## src/design/eg_pkg.sv

```systemverilog
// Envelope generator package.
// Widths, state encoding, settings word layouts and the rate step table.
`default_nettype none

package eg_pkg;

	typedef logic [6:0] env_t; // attenuation, 127 is silent.
	typedef logic [3:0] rate4_t;
	typedef logic [8:0] fnum_t;
	typedef logic [2:0] block_t;
	typedef logic [15:0] eg_count_t;

	typedef enum logic [1:0] {
		EG_DAMP = 2'b00,
		EG_ATTACK = 2'b01,
		EG_DECAY = 2'b10,
		EG_SUSTAIN = 2'b11
	} eg_state_t;

	typedef struct packed {
		logic egtyp; // set for sustained tones.
		logic ksr;
		rate4_t ar;
		rate4_t dr;
		rate4_t sl;
		rate4_t rr;
		logic op_type; // 1 marks a carrier.
	} op_word_t;

	typedef struct packed {
		logic sust_on;
		logic key_on;
		fnum_t fnum;
		block_t block;
	} ch_word_t;

	// index is {row, column}; the row comes from the low rate bits.
	function automatic logic eg_step_bit(input logic [4:0] idx);
		logic [7:0] row_bits;
		case (idx[4:3])
			2'd0: row_bits = 8'b1010_1010;
			2'd1: row_bits = 8'b1011_1010;
			2'd2: row_bits = 8'b1110_1110;
			default: row_bits = 8'b1111_1110;
		endcase
		return row_bits[idx[2:0]];
	endfunction

endpackage

`default_nettype wire
```

## src/design/eg_slot_if.sv

```systemverilog
// Slot settings bus.
// Carries the operator and channel words of the visited slot to the calculator.
`timescale 1ns/100ps
`default_nettype none

interface eg_slot_if;

	import eg_pkg::*;

	op_word_t op; // operator settings of the visited slot.
	ch_word_t ch; // channel settings of the visited slot.

	modport regs (
		output op,
		output ch
	);

	modport calc (
		input op,
		input ch
	);

endinterface

`default_nettype wire

```

## src/design/eg_top.sv

```systemverilog
// Envelope generator top level.
// Connects settings bank, sequencer, state memory and calculator, and
// registers each slot's result.
`timescale 1ns/100ps
`default_nettype none

module eg_top #(
	parameter int num_slots = 18
) (
	input logic clk,
	input logic reset,
	input logic op_wr,
	input logic ch_wr,
	input logic [$clog2(num_slots)-1:0] wr_slot,
	input eg_pkg::op_word_t op_data,
	input eg_pkg::ch_word_t ch_data,
	output logic env_valid,
	output logic [$clog2(num_slots)-1:0] env_slot,
	output eg_pkg::env_t env_level,
	output eg_pkg::eg_state_t env_state,
	output logic phase_reset
);

	import eg_pkg::*;

	localparam int slot_w = $clog2(num_slots);

	logic [slot_w-1:0] slot;
	eg_count_t counter;
	env_t env_prev;
	env_t env_next;
	eg_state_t state_prev;
	eg_state_t state_next;
	logic key_trig;
	logic calc_phase_reset;

	eg_slot_if slot_bus ();

	eg_slot_regs #(.num_slots(num_slots)) eg_slot_regs_inst (
		.clk(clk),
		.reset(reset),
		.op_wr(op_wr),
		.ch_wr(ch_wr),
		.wr_slot(wr_slot),
		.op_data(op_data),
		.ch_data(ch_data),
		.slot(slot),
		.slot_bus(slot_bus.regs)
	);

	eg_timer #(.num_slots(num_slots)) eg_timer_inst (
		.clk(clk),
		.reset(reset),
		.slot(slot),
		.counter(counter)
	);

	eg_state_mem #(.num_slots(num_slots)) eg_state_mem_inst (
		.clk(clk),
		.reset(reset),
		.slot(slot),
		.key_on(slot_bus.ch.key_on),
		.env_next(env_next),
		.state_next(state_next),
		.env_prev(env_prev),
		.state_prev(state_prev),
		.key_trig(key_trig)
	);

	eg_calc_env eg_calc_env_inst (
		.slot_bus(slot_bus.calc),
		.env_prev(env_prev),
		.state_prev(state_prev),
		.counter(counter),
		.key_trig(key_trig),
		.env_next(env_next),
		.state_next(state_next),
		.phase_reset(calc_phase_reset)
	);

	always_ff @(posedge clk) begin
		if (reset) begin
			env_valid <= 1'b0;
			phase_reset <= 1'b0;
		end else begin
			env_valid <= 1'b1; // a slot is visited every cycle.
			phase_reset <= calc_phase_reset;
		end
	end

	always_ff @(posedge clk) begin
		env_slot <= slot;
		env_level <= env_next;
		env_state <= state_next;
	end

endmodule

`default_nettype wire

```

## src/design/eg_calc_env.sv

```systemverilog
// Envelope calculator.
// Works out the next state, the key-scaled rate and the next level of one
// slot from its stored envelope and the global counter.
`timescale 1ns/100ps
`default_nettype none

module eg_calc_env (
	eg_slot_if.calc slot_bus,
	input eg_pkg::env_t env_prev,
	input eg_pkg::eg_state_t state_prev,
	input eg_pkg::eg_count_t counter,
	input logic key_trig,
	output eg_pkg::env_t env_next,
	output eg_pkg::eg_state_t state_next,
	output logic phase_reset
);

	import eg_pkg::*;

	op_word_t op;
	ch_word_t ch;
	rate4_t basic_rate;
	logic attack;
	logic [3:0] bf;
	logic [3:0] rks;
	logic [6:0] rate_pre;
	logic [5:0] rate;
	logic [3:0] rate_hi;
	logic [3:0] shift;
	logic [15:0] counter_shifted;
	logic [12:0] mask;
	logic evt;
	logic evt_attack;
	logic [2:0] column;
	logic step;
	logic [7:0] env_inc;
	logic [7:0] env_inc_plus1;
	logic [7:0] env_plus2;

	function automatic env_t sat_level(input logic [7:0] sum);
		return sum[7] ? 7'h7f : sum[6:0];
	endfunction

	assign op = slot_bus.op;
	assign ch = slot_bus.ch;

	always_comb begin
		state_next = state_prev;
		phase_reset = 1'b0;
		if (key_trig) begin
			state_next = EG_DAMP; // retrigger damps the old note first.
		end else if (state_prev == EG_DAMP && env_prev[6:2] == 5'h1f && ch.key_on) begin
			state_next = EG_ATTACK;
			phase_reset = 1'b1; // the oscillator restarts with the attack.
		end else if (state_prev == EG_ATTACK && env_prev == 7'd0) begin
			state_next = EG_DECAY;
		end else if (state_prev == EG_DECAY && env_prev[6:3] == op.sl) begin
			state_next = EG_SUSTAIN;
		end
	end

	always_comb begin
		attack = 1'b0;
		if (!ch.key_on && op.op_type) begin
			basic_rate = op.egtyp ? op.rr : (ch.sust_on ? 4'd5 : 4'd7); // release.
		end else begin
			case (state_next)
				EG_DAMP: begin
					basic_rate = 4'd12;
				end
				EG_ATTACK: begin
					basic_rate = op.ar;
					attack = 1'b1;
				end
				EG_DECAY: begin
					basic_rate = op.dr;
				end
				default: begin
					basic_rate = op.egtyp ? 4'd0 : op.rr;
				end
			endcase
		end
	end

	// Key scaling uses the block and the top bit of fnum.
	assign bf = {ch.block, ch.fnum[8]};
	assign rks = op.ksr ? bf : {2'b00, bf[3:2]};
	assign rate_pre = (basic_rate != 4'd0) ? {1'b0, basic_rate, 2'b00} + {3'b000, rks} : 7'd0;
	assign rate = rate_pre[6] ? 6'h3f : rate_pre[5:0];
	assign rate_hi = rate[5:2];

	// slower rates look at higher counter bits.
	assign shift = 4'd13 - rate_hi;
	assign counter_shifted = counter >> shift;
	assign mask = (13'd1 << shift) - 13'd1;
	assign evt = (counter[12:0] & mask) == 13'd0;
	assign evt_attack = (counter[12:0] & mask & 13'h1ffc) == 13'd0;

	always_comb begin
		column = 3'd0;
		if (attack) begin
			case (rate_hi)
				4'd0, 4'd15: column = 3'd0;
				4'd12, 4'd13, 4'd14: column = {counter[3:2], 1'b0};
				default: column = counter_shifted[2:0];
			endcase
		end else begin
			case (rate_hi)
				4'd0, 4'd15: column = 3'd0;
				4'd13: column = {counter[3:2], counter[0]};
				4'd14: column = {counter[3:2], 1'b0};
				default: column = evt ? counter_shifted[2:0] : 3'd0;
			endcase
		end
	end

	assign step = eg_step_bit({rate[1:0], column});

	assign env_inc = {1'b0, env_prev} + {7'd0, step};
	assign env_inc_plus1 = env_inc + 8'd1;
	assign env_plus2 = {1'b0, env_prev} + 8'd2;

	always_comb begin
		env_next = env_prev;
		if (attack) begin
			case (rate_hi)
				4'd0: env_next = env_prev; // zero rate never moves.
				4'd15: env_next = 7'd0; // full attack in one visit.
				4'd12: env_next = env_prev - (step ? env_prev >> 3 : env_prev >> 4) - 7'd1;
				4'd13: env_next = env_prev - (step ? env_prev >> 2 : env_prev >> 3) - 7'd1;
				4'd14: env_next = env_prev - (step ? env_prev >> 1 : env_prev >> 2) - 7'd1;
				default: begin
					if (evt_attack && step) begin
						env_next = env_prev - (env_prev >> 4) - 7'd1;
					end
				end
			endcase
		end else begin
			case (rate_hi)
				4'd0: env_next = env_prev;
				4'd13: env_next = sat_level(env_inc);
				4'd14: env_next = sat_level(env_inc_plus1);
				4'd15: env_next = sat_level(env_plus2);
				default: begin
					if (evt) begin
						env_next = sat_level(env_inc);
					end
				end
			endcase
		end
	end

endmodule

`default_nettype wire

```

## src/design/eg_state_mem.sv

```systemverilog
// Envelope state memory.
// Keeps level, state and last key of every slot and flags key-on edges.
`timescale 1ns/100ps
`default_nettype none

module eg_state_mem #(
	parameter int num_slots = 18
) (
	input logic clk,
	input logic reset,
	input logic [$clog2(num_slots)-1:0] slot,
	input logic key_on,
	input eg_pkg::env_t env_next,
	input eg_pkg::eg_state_t state_next,
	output eg_pkg::env_t env_prev,
	output eg_pkg::eg_state_t state_prev,
	output logic key_trig
);

	import eg_pkg::*;

	env_t env_mem [num_slots];
	eg_state_t state_mem [num_slots];
	logic key_mem [num_slots];

	always_ff @(posedge clk) begin
		if (reset) begin
			for (int i = 0; i < num_slots; i++) begin
				env_mem[i] <= 7'h7f; // every slot starts silent.
				state_mem[i] <= EG_DAMP;
				key_mem[i] <= 1'b0;
			end
		end else begin
			env_mem[slot] <= env_next;
			state_mem[slot] <= state_next;
			key_mem[slot] <= key_on;
		end
	end

	assign env_prev = env_mem[slot];
	assign state_prev = state_mem[slot];

	// A key that was off on the previous visit and is on now.
	assign key_trig = key_on & ~key_mem[slot];

endmodule

`default_nettype wire

```

## src/design/eg_timer.sv

```systemverilog
// Slot sequencer and global envelope counter.
`timescale 1ns/100ps
`default_nettype none

module eg_timer #(
	parameter int num_slots = 18
) (
	input logic clk,
	input logic reset,
	output logic [$clog2(num_slots)-1:0] slot,
	output eg_pkg::eg_count_t counter
);

	localparam int slot_w = $clog2(num_slots);

	always_ff @(posedge clk) begin
		if (reset) begin
			slot <= '0;
			counter <= '0;
		end else if (slot == slot_w'(num_slots - 1)) begin
			slot <= '0;
			counter <= counter + 1'b1; // one tick per full sweep.
		end else begin
			slot <= slot + 1'b1;
		end
	end

endmodule

`default_nettype wire

```

## src/design/eg_slot_regs.sv

```systemverilog
// Slot settings bank.
// Holds the host-written operator and channel words of every slot and
// presents the words of the visited slot.
`timescale 1ns/100ps
`default_nettype none

module eg_slot_regs #(
	parameter int num_slots = 18
) (
	input logic clk,
	input logic reset,
	input logic op_wr,
	input logic ch_wr,
	input logic [$clog2(num_slots)-1:0] wr_slot,
	input eg_pkg::op_word_t op_data,
	input eg_pkg::ch_word_t ch_data,
	input logic [$clog2(num_slots)-1:0] slot,
	eg_slot_if.regs slot_bus
);

	import eg_pkg::*;

	op_word_t op_mem [num_slots];
	ch_word_t ch_mem [num_slots];

	always_ff @(posedge clk) begin
		if (reset) begin
			for (int i = 0; i < num_slots; i++) begin
				op_mem[i] <= '0;
				ch_mem[i] <= '0;
			end
		end else begin
			if (op_wr && wr_slot < num_slots) begin
				op_mem[wr_slot] <= op_data; // seen on the next visit to that slot.
			end
			if (ch_wr && wr_slot < num_slots) begin
				ch_mem[wr_slot] <= ch_data;
			end
		end
	end

	// the calculator sees the stored words in the same cycle.
	assign slot_bus.op = op_mem[slot];
	assign slot_bus.ch = ch_mem[slot];

endmodule

`default_nettype wire

```

## config.mk

```make
export PLATFORM = sky130hd
export DESIGN_NAME = eg_top
export DESIGN_NICKNAME = d
export VERILOG_FILES = /design/src/design/eg_pkg.sv /design/src/design/eg_slot_if.sv /design/src/design/eg_top.sv /design/src/design/eg_calc_env.sv /design/src/design/eg_state_mem.sv /design/src/design/eg_timer.sv /design/src/design/eg_slot_regs.sv
export SDC_FILE = /design/constraint.sdc
export NUM_CORES = 2
export LEC_CHECK = 0
export ABC_AREA = 1
export ABC_CLOCK_PERIOD_IN_PS = 13100
export BUFFER_PORTS_ARGS = -buffer_cell sky130_fd_sc_hd__buf_2
export CAP_MARGIN = 40
export CELL_PAD_IN_SITES_DETAIL_PLACEMENT = 1
export CELL_PAD_IN_SITES_GLOBAL_PLACEMENT = 2
export CORE_MARGIN = 3
export CORE_UTILIZATION = 40
export CTS_CLUSTER_SIZE = 16
export DETAILED_ROUTE_END_ITERATION = 16
export PLACE_DENSITY = 0.86
export REMOVE_ABC_BUFFERS = 1
export SYNTH_ARGS = -nofsm -noshare
export SYNTH_HDL_FRONTEND = slang
export SYNTH_SLANG_ARGS = --single-unit
```

## constraint.sdc

```tcl
create_clock -name clk -period 13.1 [get_ports clk]
set_input_delay 2.62 -clock clk [delete_from_list [all_inputs] [get_ports clk]]
set_output_delay 2.62 -clock clk [all_outputs]
set_load 0.02 [all_outputs]
```

==> qor.csv <==
stage;metric;value;unit
status;outcome;finished, final reports clean;
route;via_count;41000;
power_and_ir_drop;ir_worst_vdd;0.265;mV
grt;grt_overflow;0;
synthesis;synth-edff-count;1120;
clock_network;post-cts-setup-buffers;0;
hold_path;hp-class;reg -> reg;
synthesis;synth_area_per_cell;10.0;um^2
route;viasPerCell;5.41;
synthesis;syn_area;0.0541;mm^2
sta;grt_setup_unrepaired;no;
clock_network;cts-root-buf;clkbuf_16;
route;wl_met3;9550;um
worst_setup_path;worst_path_largest_cell_delay;0.68;ns
synthesis;yosysMostFrequentCell;nand2_1;
route;finalWirelength;168000;um
worst_setup_path;required;13.45;ns
synthesis;ys.warnings.count;0;
route;post_drt_wl_per_cell;22.3;um
finish;syn_to_final_growth;13.5;%
finish;layout.nets;5780;
route;ant_nets;0;
floorplan;start_util;40.4;%
sta;drv_slew;0;
sta;tightest_slew;1.00;ns
floorplan;ios;58;
synthesis;synth_seq_cells;1157;
floorplan;core;0.134;mm^2
worst_setup_path;worstSetupStartpointType;flop;
route;firstDrtPassIters;5;
worst_setup_path;cpMaxStageDelayCell;dfxtp_4;
synthesis;syn_inst;5384;
synthesis;synthArstFlopShare;0;%
worst_setup_path;critPathKind;reg -> reg;
placed_design;placedCellCount;7330;
synthesis;yosysSeqAreaShare;63.6;%
grt;antenna_found_initial;1;
finish;instances_no_fill;7568;
floorplan;die_w;374;um
clock_network;cts_sinks;1157;
sta;tns;0;ns
sta;relSlewSlack;33.2;%
sta;timing.fmax;83.3;MHz
clock_network;clk-insertion-delay-late;0.77;ns
sta;period_minus_slack;12.00;ns
placed_design;port-buffer-count;49;
synthesis;yosys.area.top_type;edfxtp_1;
clock_network;cts_tree;built;
worst_setup_path;cp.arrival;12.35;ns
synthesis;synth_common_cells;nand2_1 (1153), edfxtp_1 (1120), nor2_1 (1016);
power_and_ir_drop;p_per_area;194;mW/mm^2
sta;fin_crit_sh;91.6;%
floorplan;die_area;0.140;mm^2
clock_network;cts_buffer_depth;3;
clock_network;cts_buffers;132;
route;routed-wl-met2;82800;um
route;drt-initial-drc-count;3258;
clock_network;postCtsHoldBufs;0;
floorplan;row_count;134;
placed_design;dp_hpwl;103000;um
clock_network;cts_htree_levels;4;
route;routed.top_layer;met4;
finish;drive_gt1_share;8.12;%
worst_setup_path;critPathCaptureType;flop;
power_and_ir_drop;p_leak;23.1;nW
sta;whs;0.531;ns
grt;grt_pass1_wl;255000;um
clock_network;clkTransAtPathRegs;0.05;ns
power_and_ir_drop;p_total;11.9;mW
job;drv_cap;0;
grt;grt_pass1_vias;42100;
grt;grt_max_degree;180;
synthesis;synth_top_area_share;62.2;%
grt;grt.total_usage;23.9;%
clock_network;post_cts_resized;0;
worst_setup_path;critPathMaxFanout;111;
synthesis;synth_area_leaders;edfxtp_1 (62%), nand2_1 (8.0%), nor2_1 (7.1%);
sta;final_hold_viol_count;0;
synthesis;ys_types;71;
sta;setup_violations;0;
worst_setup_path;crit_top_cell;nand2_1;
route;route.detailed.drc;0;
placed_design;gp_congestion;0.854;
route;met1Wirelength;70800;um
sta;fin_skew;0.0418;ns
floorplan;die_h;374;um
synthesis;synth_flop_cell;edfxtp_1;
==> cell usage in the layout, fill, tap and decap left out, types with 21 or more instances in the layout <==
cell       count
nand2_1     1152
edfxtp_1    1120
nor2_1      1016
nand3_1      354
conb_1       350
inv_1        304
o21ai_0      261
a21oi_1      227
clkbuf_16    137
buf_4        105
o21ai_1       67
o22ai_1       67
buf_2         50
a22oi_1       47
nand4_1       41
o211ai_1      36
ha_1          34
clkbuf_1      33
dfxtp_1       33
o221ai_1      32
clkinv_1      30
inv_2         26
nand2_2       21
==> final timing paths <==
check / start / end / slack (ns) / cells past startpoint
worst max register to register: eg_timer_inst.slot[1] / eg_state_mem_inst.env_mem[29][1] / 1.10 / 51
worst min register to register: eg_timer_inst.counter[15] / eg_timer_inst.counter[15] / 0.53 / 1
worst min-delay path: eg_timer_inst.counter[15] / eg_timer_inst.counter[15] / 0.53 / 1
worst max-delay path: eg_timer_inst.slot[1] / eg_state_mem_inst.env_mem[29][1] / 1.10 / 51
==> metrics by stage <==
step                      setup WS [ns]  cell area, um^2  util [%]
after detailed placement           1.38            57200      42.8
after global routing              0.242            61400      45.9
final                              1.10            61400      45.9
after CTS                          1.28            61300      45.8
after floorplan                  -11.09            53500         -
after global placement             1.49            56900      42.5
==> final cells by class <==
type | instances | area, um^2
timing repair buffer | 176 | 1460
multi-input combinational | 3895 | 17900
clock buffer | 174 | 3610
fill | 15000 | 72400
inverter | 337 | 1310
antenna | 1 | 2.50
clock inverter | 60 | 514
tap | 1768 | 2210
sequential | 1157 | 34400
==> cells by family (layout without fill, tap and decap cells) <==
family,after synthesis,count (layout),synth area share (%)
flops,1157,1157,63.6
buf+inv,681,747,5.83
simple gates,2667,2667,20.4
compound gates,815,815,8.84
xor+xnor,23,23,0.373
fa+ha+maj,39,39,0.972
other cells,1,351,0.00694
mux,1,1,0.0185
==> layer usage <==
metal	GRT usage, %	vias up
met5	0	-
met4	8.01	0
met3	3.24	326
met2	41.0	1176
met1	31.1	20700
li1	-	18700
==> where the power goes <==
| part | internal, mW | leakage, nW | switching [mW] |
|---|---|---|---|
| registers | 4.43 | 10.6 | 0.0629 |
| logic | 1.06 | 10.5 | 2.81 |
| clock network | 2.06 | 2.01 | 1.52 |
==> worst max-delay path, delay by kind of cell (launching register included) <==
kind	cells	cell delay [ns]
compound gates	5	1.45
fa+ha+maj	6	1.95
flops	1	0.68
buf+inv	5	1.10
xor+xnor	1	0.39
simple gates	34	5.68
==> state kept, by name (all words and copies together), names as in the netlist <==
| signal | count |
|---|---|
| eg_slot_regs_inst.op_mem | 608 |
| eg_state_mem_inst.env_mem | 224 |
| eg_slot_regs_inst.ch_mem | 192 |
| eg_state_mem_inst.state_mem | 64 |
| eg_state_mem_inst.key_mem | 32 |
| eg_timer_inst.counter | 16 |
| env_level | 7 |
| eg_timer_inst.slot | 5 |
| env_slot | 5 |
| env_state | 2 |
| env_valid | 1 |
| phase_reset | 1 |
No activity file was read; power rests on OpenSTA's default activity.
